`src/fv_buffer_pkg.sv`:
```
`default_nettype none
// shared widths and types for the banked feature-vector buffer
// bank count and region sizes are fixed here

package fv_buffer_pkg;

    // number of banks in the buffer
    localparam int NUM_BANKS = 4;

    // bits in one feature-vector line
    localparam int FV_WIDTH = 64;

    // lines in one iteration region
    localparam int MAX_FV_NUM = 16;

    // iteration regions per sram
    localparam int NUM_ITER = 4;

    // total lines per sram
    localparam int SRAM_DEPTH = NUM_ITER * MAX_FV_NUM;

    // derived field widths
    localparam int LINE_W = $clog2(MAX_FV_NUM);
    localparam int ITER_W = $clog2(NUM_ITER);
    localparam int ADDR_W = $clog2(SRAM_DEPTH);
    // one extra bit so a full region of 16 lines fits
    localparam int FV_NUM_W = $clog2(MAX_FV_NUM + 1);

    // one line of feature data
    typedef logic [FV_WIDTH-1:0] fv_data_t;

    // sram address, region in the upper bits, line in the lower bits
    typedef logic [ADDR_W-1:0] sram_addr_t;

    // line index inside a region
    typedef logic [LINE_W-1:0] line_idx_t;

    // stream length, 0 to MAX_FV_NUM
    typedef logic [FV_NUM_W-1:0] fv_num_t;

    // iteration number selecting a region
    typedef logic [ITER_W-1:0] iter_t;

    // bank controller states
    typedef enum logic [0:0] {
        ST_IDLE,
        ST_STREAM
    } bank_state_e;

endpackage

`default_nettype wire

```
`src/fv_sram.sv`:
```
`timescale 1ns/1ps
`default_nettype none
// behavioural single-port sram standing in for a vendor macro
// contents are undefined after power-up and have no reset

module fv_sram (
    // sram clock
    input  wire                         clk,
    // chip enable, active low
    input  wire                         cen,
    // write enable, active low, only valid with cen low
    input  wire                         wen,
    // line address
    input  wire fv_buffer_pkg::sram_addr_t addr,
    // write data
    input  wire fv_buffer_pkg::fv_data_t   d,
    // registered read data
    output fv_buffer_pkg::fv_data_t        q
);

    // storage array
    fv_buffer_pkg::fv_data_t mem [fv_buffer_pkg::SRAM_DEPTH];

    // enabled write
    always_ff @(posedge clk) begin
        if (!cen && !wen) begin
            mem[addr] <= d;
        end
    end

    // enabled read lands on q after the edge
    // q keeps its old value on writes and idle cycles
    always_ff @(posedge clk) begin
        if (!cen && wen) begin
            q <= mem[addr];
        end
    end

endmodule

`default_nettype wire

```
`config.mk`:
```
export PLATFORM = sky130hd
export DESIGN_NAME = fv_sram
export DESIGN_NICKNAME = d
export VERILOG_FILES = /design/src/fv_buffer_pkg.sv /design/src/fv_sram.sv
export SDC_FILE = /design/constraint.sdc
export NUM_CORES = 2
export LEC_CHECK = 0
export BUFFER_PORTS_ARGS = -buffer_cell sky130_fd_sc_hd__buf_2
export CAP_MARGIN = 20
export CORE_MARGIN = 2
export CORE_UTILIZATION = 30
export DETAILED_ROUTE_END_ITERATION = 7
export PLACE_DENSITY = 0.41
export SLEW_MARGIN = 20
export SYNTH_ARGS = -nofsm -noshare
export SYNTH_HDL_FRONTEND = slang
export SYNTH_SLANG_ARGS = --single-unit
```
`constraint.sdc`:
```
create_clock -name clk -period 7.9 [get_ports clk]
set_clock_uncertainty 0.1 [all_clocks]
set_input_delay 1.185 -clock clk [delete_from_list [all_inputs] [get_ports clk]]
set_output_delay 1.185 -clock clk [all_outputs]
set_load 0.02 [all_outputs]
```
# Word-level counts from Yosys, hierarchy flattened
# Memory sizes are Yosys's and may differ from the RTL's. A register that Yosys moved wholly into a read port is not among the register bits.
# Index checks and enable logic that the tools add are counted.
[op_classes]
n_mux = 2
n_reduce_logical = 4
[ops]
columns = ["op", "count"]
rows = [
  ["$logic_and 1x1->1", 2],
  ["$logic_not 1->1", 2],
  ["$mux 1", 2],
]
[totals]
ramBits = 4096
wordCells = 7
out_inout_bits = 64
ff_bits = 0
memories = 1
[mem_list]
columns = ["memory", "words", "width", "rd", "rd_clocked_by_memory_dff", "write_ports", "line", "text"]
rows = [
  ["mem", 64, 64, 1, 1, 1, "fv_sram.sv:22", "fv_buffer_pkg::fv_data_t mem [fv_buffer_pkg::SRAM_DEPTH];"],
]

# Longest topological paths before layout
[depth]
depth_word = 4
mapped_depth = 12

# Worst setup path after synthesis
# Ideal clock, no wire load.
[synth_path]
kind = "in2reg"
from = "input port addr[0]"
to = "memory mem[14][0] in the netlist's numbering (enable)"
stages = 9
arrival_time_ns = 5.337
slack_ns = 1.976
cell_sequence = "buf_6 > buf_6 > buf_4 > nand2b_1 > nor2_1 > clkbuf_1 > clkbuf_1 > nand2_1 > nor2_1"
[synth_rtl]
columns = ["element", "line", "text"]
rows = [
  ["start, declared", "fv_sram.sv:14", "input wire fv_buffer_pkg::sram_addr_t addr,"],
  ["end, declared", "fv_sram.sv:22", ""],
]
# Straight into the memory's write port.

# Worst setup path after layout
[layout_path]
from = "input port addr[2]"
to = "memory mem[52][58] in the netlist's numbering (enable)"
# Straight into the memory's write port.

==> run_results.csv <==
group,metric,value,unit
timing,finalCritPeriodShare,0.5874,
timing,setup_viol,0,
clock_tree,cts_hold_buf,0,
route,ant_nets,0,
floorplan,core_area,521600,sq um
pwr,leakagePower,0.05665,uW
timing,fmaxAchievable,215.5,MHz
placement,dpl.hpwl,311000,microns
cells_and_area,finalInstanceArea,182200,sq um
grt,grt.met2_usage,0.3356,
floorplan,die_h,728.0,microns
yosys,ys_types,62,
grt,grt.overflow.total,0,
route,dr.first_iter.drc_count,10770,
clock_tree,cts_setup_buffers,0,
timing,tightestPinTransition,1.359,ns
critical_path,path_class,"in2reg",
grt,top_usage_layer,"met2",
timing,finalMaxSlewViolations,0,
grt,grt_max_degree,100,
job,maxCapViolations,0,
min_path,worstHoldPathType,"in2reg",
grt,grt_pass1_vias,87540,
clock_tree,cts_made_buffers,450,
yosys,ys_seq_elements,4160,
grt,grt_pass1_wl,765100,microns
route,wl,567100,microns
yosys,ys_top_cells_by_area,"edfxtp_1, a221oi_1, mux2i_1",
yosys,yosysMostFrequentCell,"edfxtp_1",
yosys,yosysTopAreaCell,"edfxtp_1",
yosys,ys_seq_area_frac,0.7944,
floorplan,dieArea,530000,sq um
min_path,worst_hold_startpoint,"d[50]",
yosys,ys.flop_type,"edfxtp_1",
yosys,yosys_warnings,0,
critical_path,worstSetupStartpoint,"addr[2]",
route,vias_per_cell,5.498,
yosys,synth_cells,8440,
critical_path,cp_max_fo,63,
floorplan,dieWidth,728.0,microns
critical_path,reg2reg_slack,4.85,ns
yosys,syn-cell-area,157200,sq um
outcome,status,"finished, final reports clean",
yosys,synth_edf_count,4160,
yosys,synth.top_cell.area_share,0.7944,
pwr,vdd_drop_max,0.0001940,V
floorplan,rows,265,
route,routedWlPerCell,35.21,microns
grt,antenna_found_initial,71,
yosys,async_flop_share,0,
critical_path,cp-end-kind,"register",
clock_tree,clk_pin_slew,0.06,ns
placement,dp.cells,15240,
yosys,synth_commonest_cells,"edfxtp_1, a221oi_1, a22oi_1, mux2i_1, clkbuf_1",
clock_tree,htreeDepth,5,
timing,final_hold_viol_count,0,
cells_and_area,fin_cells,16110,
floorplan,ios,137,
grt,grt.total_usage,0.2075,
placement,gp_congestion,0.7655,
cells_and_area,fin_nets,8826,
yosys,syn_nets,8513,
route,drt_pass1_iterations,8,
cells_and_area,drive_gt1_frac,0.1804,
timing,rsz0062_at_grt,"no",
clock_tree,cts_tree,"yes",
cells_and_area,area_growth,15.86,%
grt,use_met1,0.2940,
timing,slew_headroom,0.09370,
yosys,syn_area_per_cell,18.63,sq um
pwr,powerDensity,259.1,nW/um^2
route,vias,88550,
critical_path,timing.rr.start,"mem[2][53]",
timing,fin_setup_tns,0,ns
critical_path,critPathLaunchType,"primary input",
clock_tree,clk-insertion-delay-late,1.03,ns
clock_tree,clockRootBuffer,"clkbuf_16",
critical_path,cp.required,8.41,ns
floorplan,start_util,0.3015,
placement,place_area,168000,sq um
clock_tree,cts_resized,0,
placement,port_buffers,136,
critical_path,worstPathArrival,5.15,ns
grt,gr-usage-met3,0.03142,
clock_tree,cts_buffer_depth,4,
timing,min_period,4.640,ns
clock_tree,clock-sinks,4160,
pwr,power.total,47200,uW
route,drc_errors,0,
per-layer routing:
metal / up-vias / routed length, microns
met2: 3628 / 264700
li1: 36170 / -
met5: - / 104
met4: 16 / 15140
met1: 48010 / 247900
met3: 731 / 39320
cell usage in the layout (no fill, tap or decap), types with 84 or more instances in the layout:
| master | netlist | final |
|---|---|---|
| nor2_1 | 310 | 234 |
| clkbuf_1 | 346 | 99 |
| a22o_1 | 123 | 123 |
| buf_2 | 149 | 115 |
| edfxtp_1 | 4160 | 4160 |
| a22oi_1 | 477 | 477 |
| clkbuf_16 | 0 | 455 |
| nand2_1 | 89 | 84 |
| nor3_1 | 108 | 107 |
| mux2i_1 | 387 | 387 |
| o21ai_0 | 284 | 284 |
| o22ai_1 | 209 | 209 |
| mux4_2 | 130 | 130 |
| a221oi_1 | 590 | 590 |
| buf_4 | 24 | 297 |
| a21oi_1 | 190 | 190 |
| clkinv_1 | 0 | 129 |
| mux2_2 | 267 | 267 |
worst max-delay path, cell delays in order:
cell and delay [ns]:
buf_8 0.33, inv_8 0.35, nor2_4 0.77, nand2_1 0.70, nor2_4 1.04, buf_4 0.53
final timing paths:
kind,depth (start not counted),endpoint
min reg2reg,4,q[23]
min,1,mem[42][50]
max reg2reg,4,q[53]
max,6,mem[52][58]
state kept, by name (all words and copies together) (netlist names):
signal and flops:
mem 4096, q 64
through the flow:
stage	util	setup WS, ns	hold slack (ns)
2_1_floorplan	-	1.976	0.5597
3_3_place_gp	0.3218	2.377	0.6274
3_5_place_dp	0.3221	2.246	0.6289
4_1_cts	0.3490	3.331	0.4767
5_1_grt	0.3493	3.260	0.4368
6_report	0.3493	3.260	0.5085
layout make-up:
class	count	area [sq um]
clock inverter	270	2288
inverter	3	33.78
timing repair buffer	482	4199
tap	6942	8686
fill	48980	339400
antenna	38	95.09
multi-input combinational	3656	30200
sequential	4160	124900
clock buffer	554	11760
report_power, final:
group / internal, uW / switching (uW) / leakage, uW
registers: 24400 / 62.3 / 0.0374
clock network: 11500 / 8830 / 0.00687
logic: 644 / 1710 / 0.0123
cell families after synthesis:
group                  share of synthesized area
muxes                                    0.06505
and+or+nand+nor                          0.02098
DFF                                       0.7944
buffers and inverters                    0.01798
AOI/OAI and AO/OA                         0.1016
(Power assumes the default switching activity.)
