**config.mk**
```make
export PLATFORM = sky130hd
export DESIGN_NAME = fv_bank_ctrl
export DESIGN_NICKNAME = d
export VERILOG_FILES = /design/src/fv_buffer_pkg.sv /design/src/fv_bank_ctrl.sv
export SDC_FILE = /design/constraint.sdc
export NUM_CORES = 1
export LEC_CHECK = 0
export ABC_AREA = 1
export BUFFER_PORTS_ARGS = -buffer_cell sky130_fd_sc_hd__buf_4
export CAP_MARGIN = 30
export CORE_AREA = 2 2 136 138
export DETAILED_ROUTE_END_ITERATION = 7
export DIE_AREA = 0 0 138 140
export GPL_TIMING_DRIVEN = 0
export PLACE_DENSITY_LB_ADDON = 0.12
export RECOVER_POWER = 100
export SLEW_MARGIN = 25
export SYNTH_ARGS = -nofsm -noshare
export SYNTH_HDL_FRONTEND = slang
export SYNTH_SLANG_ARGS = --single-unit
```
**constraint.sdc**
```tcl
create_clock -name clk -period 4.1 [get_ports clk]
set_clock_uncertainty 0.15 [all_clocks]
set_input_delay 0.41 -clock clk [delete_from_list [all_inputs] [get_ports clk]]
set_output_delay 0.41 -clock clk [all_outputs]
set_load 0.02 [all_outputs]
```
**src/fv_buffer_pkg.sv**
```systemverilog
`default_nettype none
// shared widths and types for the banked feature-vector buffer
// bank count and region sizes are fixed here

package fv_buffer_pkg;

    // number of banks in the buffer
    localparam int NUM_BANKS = 4;

    // bits in one feature-vector line
    localparam int FV_WIDTH = 64;

    // lines in one iteration region
    localparam int MAX_FV_NUM = 16;

    // iteration regions per sram
    localparam int NUM_ITER = 4;

    // total lines per sram
    localparam int SRAM_DEPTH = NUM_ITER * MAX_FV_NUM;

    // derived field widths
    localparam int LINE_W = $clog2(MAX_FV_NUM);
    localparam int ITER_W = $clog2(NUM_ITER);
    localparam int ADDR_W = $clog2(SRAM_DEPTH);
    // one extra bit so a full region of 16 lines fits
    localparam int FV_NUM_W = $clog2(MAX_FV_NUM + 1);

    // one line of feature data
    typedef logic [FV_WIDTH-1:0] fv_data_t;

    // sram address, region in the upper bits, line in the lower bits
    typedef logic [ADDR_W-1:0] sram_addr_t;

    // line index inside a region
    typedef logic [LINE_W-1:0] line_idx_t;

    // stream length, 0 to MAX_FV_NUM
    typedef logic [FV_NUM_W-1:0] fv_num_t;

    // iteration number selecting a region
    typedef logic [ITER_W-1:0] iter_t;

    // bank controller states
    typedef enum logic [0:0] {
        ST_IDLE,
        ST_STREAM
    } bank_state_e;

endpackage

`default_nettype wire

```
**src/fv_bank_ctrl.sv**
```systemverilog
`timescale 1ns/1ps
`default_nettype none
// per-bank controller, edge requests take the sram ahead of the stream
// iteration inputs and fv_num must stay stable while a stream runs

module fv_bank_ctrl (
    input  wire                            clk,
    input  wire                            arst_n,
    // region used for streams and edge reads
    input  wire fv_buffer_pkg::iter_t      cur_replay_iter,
    // region used for edge writes
    input  wire fv_buffer_pkg::iter_t      cur_update_iter,
    // number of lines per stream
    input  wire fv_buffer_pkg::fv_num_t    fv_num,
    // start pulse, only seen while idle
    input  wire                            stream_begin,
    // edge request strobe
    input  wire                            req_valid,
    // 1 for write, 0 for read
    input  wire                            req_write,
    input  wire fv_buffer_pkg::line_idx_t  req_addr,
    input  wire fv_buffer_pkg::fv_data_t   req_data,
    // sram read data
    input  wire fv_buffer_pkg::fv_data_t   sram_q,
    // sram controls
    output logic                           sram_cen,
    output logic                           sram_wen,
    output fv_buffer_pkg::sram_addr_t      sram_addr,
    output fv_buffer_pkg::fv_data_t        sram_d,
    // stream output towards the small feature buffer
    output logic                           sm_fv_valid,
    output fv_buffer_pkg::fv_data_t        sm_fv_data,
    // edge read response
    output logic                           edge_rd_valid,
    output fv_buffer_pkg::fv_data_t        edge_rd_data,
    // bank idle
    output logic                           available
);

    // fsm state
    fv_buffer_pkg::bank_state_e state_q;
    fv_buffer_pkg::bank_state_e state_d;

    // next stream line to read
    fv_buffer_pkg::line_idx_t line_cnt_q;
    // stream length latched at start
    fv_buffer_pkg::fv_num_t fv_len_q;
    // line count after the current read
    fv_buffer_pkg::fv_num_t line_next;

    // region for the request in this cycle
    fv_buffer_pkg::iter_t req_iter;

    // stream accepted this cycle
    logic start_stream;
    // stream read issued this cycle
    logic stream_rd;
    // final stream read issued this cycle
    logic last_rd;

    // read tags, one cycle behind the sram access
    logic rd_stream_q;
    logic rd_edge_q;

    // stream start
    // zero-length streams are dropped here so the bank stays idle
    assign start_stream = (state_q == fv_buffer_pkg::ST_IDLE)
                        && stream_begin
                        && (fv_num != '0);

    // stream only gets the sram when no request is present
    assign stream_rd = (state_q == fv_buffer_pkg::ST_STREAM) && !req_valid;

    // last line check
    assign line_next = fv_buffer_pkg::fv_num_t'(line_cnt_q) + fv_buffer_pkg::fv_num_t'(1);
    assign last_rd   = stream_rd && (line_next == fv_len_q);

    // next state
    always_comb begin
        state_d = state_q;
        case (state_q)
            fv_buffer_pkg::ST_IDLE: begin
                if (start_stream) begin
                    state_d = fv_buffer_pkg::ST_STREAM;
                end
            end
            fv_buffer_pkg::ST_STREAM: begin
                // leave once the final read is out
                // its data shows up while already idle
                if (last_rd) begin
                    state_d = fv_buffer_pkg::ST_IDLE;
                end
            end
            default: begin
                state_d = fv_buffer_pkg::ST_IDLE;
            end
        endcase
    end

    // state, line counter and length
    always_ff @(posedge clk or negedge arst_n) begin
        if (!arst_n) begin
            state_q    <= fv_buffer_pkg::ST_IDLE;
            line_cnt_q <= '0;
            fv_len_q   <= '0;
        end else begin
            state_q <= state_d;
            if (start_stream) begin
                line_cnt_q <= '0;
                fv_len_q   <= fv_num;
            end else if (stream_rd) begin
                // held while a request steals the sram
                line_cnt_q <= line_cnt_q + 1'b1;
            end
        end
    end

    // writes go to the update region, reads to the replay region
    assign req_iter = req_write ? cur_update_iter : cur_replay_iter;

    // sram arbitration
    always_comb begin
        sram_cen  = 1'b1;
        sram_wen  = 1'b1;
        // default points at the pending stream line
        sram_addr = {cur_replay_iter, line_cnt_q};
        if (req_valid) begin
            sram_cen  = 1'b0;
            sram_wen  = ~req_write;
            sram_addr = {req_iter, req_addr};
        end else if (stream_rd) begin
            sram_cen = 1'b0;
        end
    end

    // only requests write
    assign sram_d = req_data;

    // tag pipeline
    // tells the next cycle who owns sram_q
    always_ff @(posedge clk or negedge arst_n) begin
        if (!arst_n) begin
            rd_stream_q <= 1'b0;
            rd_edge_q   <= 1'b0;
        end else begin
            rd_stream_q <= stream_rd;
            rd_edge_q   <= req_valid && !req_write;
        end
    end

    // stream output
    assign sm_fv_valid = rd_stream_q;
    assign sm_fv_data  = sram_q;

    // edge response, fixed one-cycle latency
    assign edge_rd_valid = rd_edge_q;
    assign edge_rd_data  = sram_q;

    // idle already covers the cycle handing out the final stream line
    assign available = (state_q == fv_buffer_pkg::ST_IDLE);

endmodule

`default_nettype wire

```
# Word level (Yosys, flattened, before mapping)
# Cells that the tools add are included.
dict set report op_classes {
  addsub 2
  eq_ne 1
  n_mux 10
  bitwise_logic 2
  reduce_logical 9
}
# op n
set ops {}
lappend ops {{$mux 4} 2}
lappend ops {{$mux 6} 1}
lappend ops {{$add 4x1->5 const B} 1}
lappend ops {{$eq 5x5->1} 1}
lappend ops {{$logic_and 1x1->1} 5}
lappend ops {{$mux 1} 5}
lappend ops {{$reduce_bool 5->1} 1}
lappend ops {{$add 4x1->4 const B} 1}
lappend ops {{$logic_not 1->1} 2}
lappend ops {{$mux 2} 1}
lappend ops {{$not 1->1} 2}
lappend ops {{$pmux 1 s2} 1}
lappend ops {{$reduce_bool 2->1} 1}
dict set report word_totals {
  register_bits 12
  output_inout_bits 203
  wordCells 29
}

# Logic depth before layout (Yosys ltp)
# Gate-level depths: netlist (run 1).
dict set report depth {
  word_depth 5
  ltp_mapped 10
}

# Worst setup path after synthesis (run 1)
# No wires, ideal clock.
dict set report synth_timing {
  path_kind {input port to output port}
  startpoint {input port req_valid}
  endpoint {output port sram_addr[4]}
  arrival_ns 1.175
  slack_ns 2.365
  cell_stages 3
  path_buffers 1
  cell_sequence {buf_6 > nand2_1 > mux2_1}
}
dict set report synth_via {
  elab_chain_len 1
}
# item line
set synth_rtl {}
lappend synth_rtl {{start: declaration} fv_bank_ctrl.sv:18} ;# input wire req_valid,
lappend synth_rtl {{$mux 6} fv_bank_ctrl.sv:127} ;# if (req_valid) begin
lappend synth_rtl {{end: declaration} fv_bank_ctrl.sv:28} ;# output fv_buffer_pkg::sram_addr_t sram_addr,
# No other way between the ends.

# Worst setup path in the final report (run 1)
dict set report layout_timing {
  startpoint {register line_cnt_q[0]}
  endpoint {output port sram_addr[0]}
}
dict set report layout_via {
  elab_chain_len 1
}
# item line
set layout_rtl {}
lappend layout_rtl {{start: declaration} fv_bank_ctrl.sv:45} ;# fv_buffer_pkg::line_idx_t line_cnt_q;
lappend layout_rtl {{start signal: assignment} fv_bank_ctrl.sv:113} ;# line_cnt_q <= line_cnt_q + 1'b1;
lappend layout_rtl {{$mux 6} fv_bank_ctrl.sv:127}
# No other way between the ends.

==> results of run 1 <==
==> logic make-up (layout without fill, tap and decap cells) <==
kind of cell | Yosys count | count (layout) | share of synthesized area (%)
multiplexers | 2 | 2 | 1.04
adder cells (fa/ha/maj) | 1 | 1 | 0.577
buffers and inverters | 213 | 437 | 70.9
flip-flops | 12 | 12 | 13.8
XOR/XNOR | 1 | 1 | 0.404
AND/OR/NAND/NOR | 52 | 52 | 10.7
AO/OA/AOI/OAI | 11 | 11 | 2.54
==> power breakdown <==
part / internal (mW) / switching, mW
Sequential: 0.166 / 0.0438
Combinational: 0.249 / 0.354
Clock: 0.148 / 0.0550
==> layout by cell type, fill, tap and decap left out <==
cell	Yosys	routed
clkbuf_8	0	1
clkbuf_1	0	203
o21ai_1	10	4
clkinvlp_2	0	1
nor2_1	11	11
dfrtp_1	12	12
clkbuf_16	0	3
inv_1	14	16
buf_6	1	1
a21oi_1	1	1
dlygate4sd3_1	0	1
mux2_1	2	2
nand4_1	3	3
inv_2	3	1
nor2_2	1	1
xnor2_1	1	1
ha_1	1	1
buf_4	193	210
o21ai_0	0	6
nand3_1	9	10
nand2_1	25	27
==> layer usage <==
layer,share of wire [%],vias to the layer above
li1,-,1145
met1,30,983
met2,56,179
met3,13,2
met4,0.30,0
met5,0,-
==> metrics by stage <==
step,util [%],instances,hold WS [ns],worst slack [ns]
6_report,19.2,745,0.173,2.35
3_5_place_dp,23.1,740,0.122,2.37
3_3_place_gp,23.1,740,0.117,2.39
4_1_cts,23.6,745,0.170,2.37
5_1_grt,19.2,745,0.176,2.27
2_1_floorplan,-,292,-0.0356,2.37
==> critical path, cell delays in order (launching register included) <==
cell	delay (ns)
dfrtp_1	0.34
clkbuf_1	0.31
nand2_1	0.10
nand2_1	0.07
buf_4	0.14
==> state kept, by name, summed over array words and instances, names as in the netlist <==
register,count
sm_fv_valid,1
edge_rd_valid,1
fv_len_q,5
state_q,1
line_cnt_q,4
==> Yosys cell counts <==
library cell,instances
buf_2,1
mux2_1,2
nand2_4,1
nand2_2,1
inv_1,14
nand2_1,25
nor2_1,11
nand3_2,1
xnor2_1,1
nand4_1,3
ha_1,1
dfrtp_1,12
inv_2,3
inv_6,1
nand3_1,9
nor2_2,1
buf_6,1
o21ai_1,10
a21oi_1,1
buf_4,193
==> worst max-delay path by stage <==
stage,from,endpoint,slack [ns],depth (start not counted)
2_1_floorplan,req_valid,sram_addr[4],2.37,3
3_3_place_gp,req_valid,sram_addr[4],2.39,4
3_5_place_dp,req_valid,sram_addr[5],2.37,4
4_1_cts,req_valid,sram_addr[4],2.37,4
5_1_grt,line_cnt_q[0]$_DFFE_PN0P_,sram_addr[0],2.27,4
6_report,line_cnt_q[0]$_DFFE_PN0P_,sram_addr[0],2.35,4
==> cell type report <==
cell class,instances,area (µm²)
multi-input combinational,67,317
timing repair buffer,220,900
inverter,18,68.8
clock buffer,4,88.8
sequential,12,300
tap,229,287
buffer,195,1460
fill,2223,14400
==> what timing repair did <==
action | 4_1_cts | 5_1_grt
resized for setup | 0 | 0
hold endpoints to repair | 12 | 0
hold buffers | 1 | 0
==> impl_metrics.env, run 1 <==
export IMPL_cp_arrival_ns=1.19
export IMPL_required_ns=3.54
export IMPL_min_delay_start="req_write"
export IMPL_grt_use_met3_pct=2.50
export IMPL_crit_reg2reg_launch="line_cnt_q[1]$_DFFE_PN0P_"
export IMPL_postSynthAreaPerCell_um2=7.43
export IMPL_vias=2309
export IMPL_grt_max_degree=13
export IMPL_critPathMaxFanout=8
export IMPL_status="completed"
export IMPL_diodes=0
export IMPL_area_growth_pct=57.7
export IMPL_start_util_pct=12.2
export IMPL_fin_area_um2=3420
export IMPL_rr_worst_depth=10
export IMPL_hold_viol_final=0
export IMPL_worst_pin_slew_ns=0.746
export IMPL_dieArea_um2=19300
export IMPL_placed_cell_area_um2=4100
export IMPL_fin_crit_sh_pct=42.7
export IMPL_ys_seq_area_share_pct=13.8
export IMPL_clk_latency_ns=0.24
export IMPL_num_nets_final=664
export IMPL_synthesis_nets=439
export IMPL_place_congestion=0.757
export IMPL_cts_setup_buffers=0
export IMPL_grt_antenna_before_repair=0
export IMPL_worstSetupPathType="reg -> out"
export IMPL_busiest_layer="met2"
export IMPL_gr_usage_all_layers_pct=6.11
export IMPL_drtIter0Drc=38
export IMPL_root_buffer="clkbuf_16"
export IMPL_p_per_area_nw_per_um2=297
export IMPL_gr_usage_met1_pct=5.88
export IMPL_cts_tree="yes"
export IMPL_peakVddDrop_v=0.000155
export IMPL_synth_top_area_share_pct=66.8
export IMPL_hold_end="edge_rd_valid$_DFF_PN0_"
export IMPL_period_needed_ns=1.75
export IMPL_relSlewSlack_pct=50.3
export IMPL_setup_tns_ns=0
export IMPL_reg2reg_to="state_q$_DFF_PN0_"
export IMPL_numClockSinks=12
export IMPL_rsz0062_at_grt="no"
export IMPL_core_rowCount=49
export IMPL_holdCritPathClass="in -> reg"
export IMPL_routed_wl_mm=7.02
export IMPL_grt_pass1_vias=2045
export IMPL_maxSlewViolCount=0
export IMPL_hold_depth=2
export IMPL_io_pins=349
export IMPL_ys_seq_elements=12
export IMPL_final_setup_viol_count=0
export IMPL_ant_nets=0
export IMPL_die_x_um=138
export IMPL_synth_top_area_cell="buf_4"
export IMPL_rrSetupSlack_ns=2.57
export IMPL_power_mw=1.02
export IMPL_critPathLaunchType="flop"
export IMPL_clk_pin_slew_ns=0.05
export IMPL_drc=0
export IMPL_grt_first_pass_wirelength_mm=10.0
export IMPL_io_buffers=219
export IMPL_use_met2_pct=12.5
export IMPL_p_leak_nw=1.69
export IMPL_synth_area_um2=2170
export IMPL_cap_violations=0
export IMPL_cts_made_buffers=3
export IMPL_core_region_area_um2=17800
export IMPL_cts_max_level=1
export IMPL_synth_warnings=0
export IMPL_viasPerCell=3.10
export IMPL_post_drt_wl_per_cell_um=9.42
export IMPL_overflow=0
export IMPL_crit_path_end_kind="output port"
export IMPL_clock_path_buffers=2
export IMPL_synth_area_leaders="buf_4, dfrtp_1, nand2_1, inv_1, o21ai_1"
export IMPL_fp_dieH_um=140
export IMPL_synth_cell_types=20
export IMPL_syn_inst=292
export IMPL_drtPass1Iterations=4
export IMPL_dp_hpwl_mm=6.42
export IMPL_max_freq_mhz=571
export IMPL_layout_drive_gt1_share_pct=42.2
Power figures use the tool's default switching activity.
==> inputs of run 2 (changes only) <==
- clock period: 4.1 -> 1.5 ns (I/O delays scaled with it)
==> run 2 against run 1 <==
Via count increased by 0.26%; total power increased to 2.9 times the previous value; cell count increased by 0.27%; global-route usage about the same; wire length up 0.16%; critical path depth grew 4; register-to-register slack lost 2.5 ns; sequential share of layout area shrank 0.18 points; clock-buffer cell count is the same; flip-flop and latch count did not move; critical endpoint is now state_q$_DFF_PN0_; largest cell class unchanged.
==> impl_metrics.env, run 2 (same netlist as run 1, synthesis figures left out) <==
export IMPL_p_leak_nw=1.73
export IMPL_placed_cell_area_um2=4100
export IMPL_hold_viol_final=0
export IMPL_p_per_area_nw_per_um2=838
export IMPL_ant_nets=0
export IMPL_start_util_pct=12.2
export IMPL_power_frac_seq_pct=20.1
export IMPL_critPathLaunchType="flop"
export IMPL_p_int_mw=1.65
export IMPL_holdCritPathClass="in -> reg"
export IMPL_place_ws_ns=-0.0217
export IMPL_dieArea_um2=19300
export IMPL_io_pins=349
export IMPL_reg_top3="fv_len_q (5), line_cnt_q (4)"
export IMPL_cts_made_buffers=3
export IMPL_fillCellCount=2206
export IMPL_diodes=0
export IMPL_die_x_um=138
export IMPL_peakVddDrop_v=0.000416
export IMPL_max_freq_mhz=703
export IMPL_layout_drive_gt1_share_pct=45.6
export IMPL_final_cell_mix="buf_4, clkbuf_1, nand2_1, inv_1, dfrtp_1"
export IMPL_fin_area_um2=3510
export IMPL_power_switching_mw=1.29
export IMPL_regMostFlops="fv_len_q"
export IMPL_maxSlewViolCount=0
export IMPL_viasPerCell=3.10
export IMPL_rsz0062_at_grt="yes"
export IMPL_crit_path_end_kind="flop"
export IMPL_fp_dieH_um=140
export IMPL_clk_latency_ns=0.24
export IMPL_clk_pin_slew_ns=0.05
export IMPL_pwr_share_clk_pct=18.8
export IMPL_cp_arrival_ns=1.40
export IMPL_cap_violations=0
export IMPL_grt_first_pass_wirelength_mm=10.0
export IMPL_fin_ws_ns=0.0779
export IMPL_comb_power_share_pct=61.1
export IMPL_required_ns=1.48
export IMPL_grt_antenna_before_repair=0
export IMPL_relSlewSlack_pct=49.6
export IMPL_cts_tree="yes"
export IMPL_io_buffers=219
export IMPL_place_congestion=0.757
export IMPL_root_buffer="clkbuf_16"
export IMPL_cts_max_level=1
export IMPL_clock_path_buffers=2
export IMPL_largest_reg_flops=5
export IMPL_power_mw=2.94
export IMPL_worstSetupPathType="reg -> reg"
export IMPL_grt_max_degree=13
export IMPL_p_sw_share_pct=43.8
export IMPL_post_drt_wl_per_cell_um=9.41
export IMPL_period_needed_ns=1.42
export IMPL_status="completed"
export IMPL_gr_usage_all_layers_pct=6.11
export IMPL_overflow=0
export IMPL_regArea_um2=302
export IMPL_dp_hpwl_mm=6.42
export IMPL_routed_wl_mm=7.03
export IMPL_core_region_area_um2=17800
export IMPL_drtIter0Drc=35
export IMPL_drtPass1Iterations=6
export IMPL_numClockSinks=12
export IMPL_grt_pass1_vias=2056
export IMPL_final_setup_viol_count=0
export IMPL_fin_crit_sh_pct=94.8
export IMPL_drc=0
export IMPL_num_nets_final=666
export IMPL_layout_commonest_cell="buf_4"
export IMPL_multi_input_area_um2=347
export IMPL_area_growth_pct=61.6
export IMPL_core_rowCount=49
export IMPL_critPathMaxFanout=3
export IMPL_worst_pin_slew_ns=0.756
export IMPL_vias=2315
[run 2: changes by cell type in the layout (fill, tap and decap cells not counted), moves of 2 or more]
cell	previous run	this run
inv_2	1	3
buf_4	210	218
clkbuf_4	0	2
inv_1	16	14
clkbuf_1	203	194
o21ai_0	6	0
o21ai_1	4	10
nand2_1	27	25
[run 2: timing repair]
action / in CTS / in global routing
hold endpoints to repair: 13 / 0
setup endpoints to repair: 1 / 1
resized for setup: 1 / 3
setup buffers: 0 / 1
hold buffers: 2 / 0
[run 2: power groups by stage]
stage | Combinational, mW | Clock (mW) | Sequential, mW
detailed placement | 1.98 | 0 | 0.586
floorplan | 1.31 | 0 | 0.558
global placement | 1.97 | 0 | 0.582
CTS | 2.02 | 0.569 | 0.595
finish | 1.79 | 0.553 | 0.590
global route | 1.97 | 0.586 | 0.610
[run 2: layout make-up]
| class | count | share of cell area (%) |
|---|---|---|
| Multi-Input combinational cell | 67 | 9.88 |
| Sequential cell | 12 | 8.60 |
| Tap cell | 229 | 8.17 |
| Buffer | 195 | 41.8 |
| Clock buffer | 4 | 2.53 |
| Inverter | 18 | 2.07 |
| Timing Repair Buffer | 222 | 26.9 |
[run 2: metrics by stage]
stage | cells | util [%] | hold slack (ns) | setup TNS [ns]
after floorplan | 292 | - | -0.296 | 0
after global placement | 740 | 23.1 | -0.143 | -0.0157
after detailed placement | 740 | 23.1 | -0.138 | -0.0217
after CTS | 746 | 23.7 | 0.0148 | 0
after global routing | 747 | 19.7 | 0.0247 | -0.0449
final | 747 | 19.7 | 0.0142 | 0
[run 2: path summary, 6_finish.rpt]
check,cells past startpoint,from,end,slack [ns]
worst max-delay path,8,line_cnt_q[1]$_DFFE_PN0P_,state_q$_DFF_PN0_,0.08
worst min-delay path,3,fv_num[0],fv_len_q[0]$_DFFE_PN0P_,0.01
worst max register to register,8,line_cnt_q[1]$_DFFE_PN0P_,state_q$_DFF_PN0_,0.08
worst min register to register,2,fv_len_q[4]$_DFFE_PN0P_,fv_len_q[4]$_DFFE_PN0P_,0.36
max in group asynchronous,2,arst_n,line_cnt_q[1]$_DFFE_PN0P_,0.33
min in group asynchronous,2,arst_n,sm_fv_valid$_DFF_PN0_,0.35
[run 2: worst max-delay path, cell delays in order (launching register included)]
cell,delay [ns]
dfrtp_2,0.42
ha_4,0.29
nor2_2,0.04
nor2_2,0.07
nand3_1,0.06
nor2_1,0.08
nand3_1,0.09
nand2_1,0.07
nand2_1,0.05
[run 2: layer usage]
layer,up-vias,wire (µm),track usage [%]
li1,1148,-,-
met1,988,2140,5.86
met2,177,3950,12.6
met3,2,916,2.50
met4,0,21,0.483
met5,-,0,0
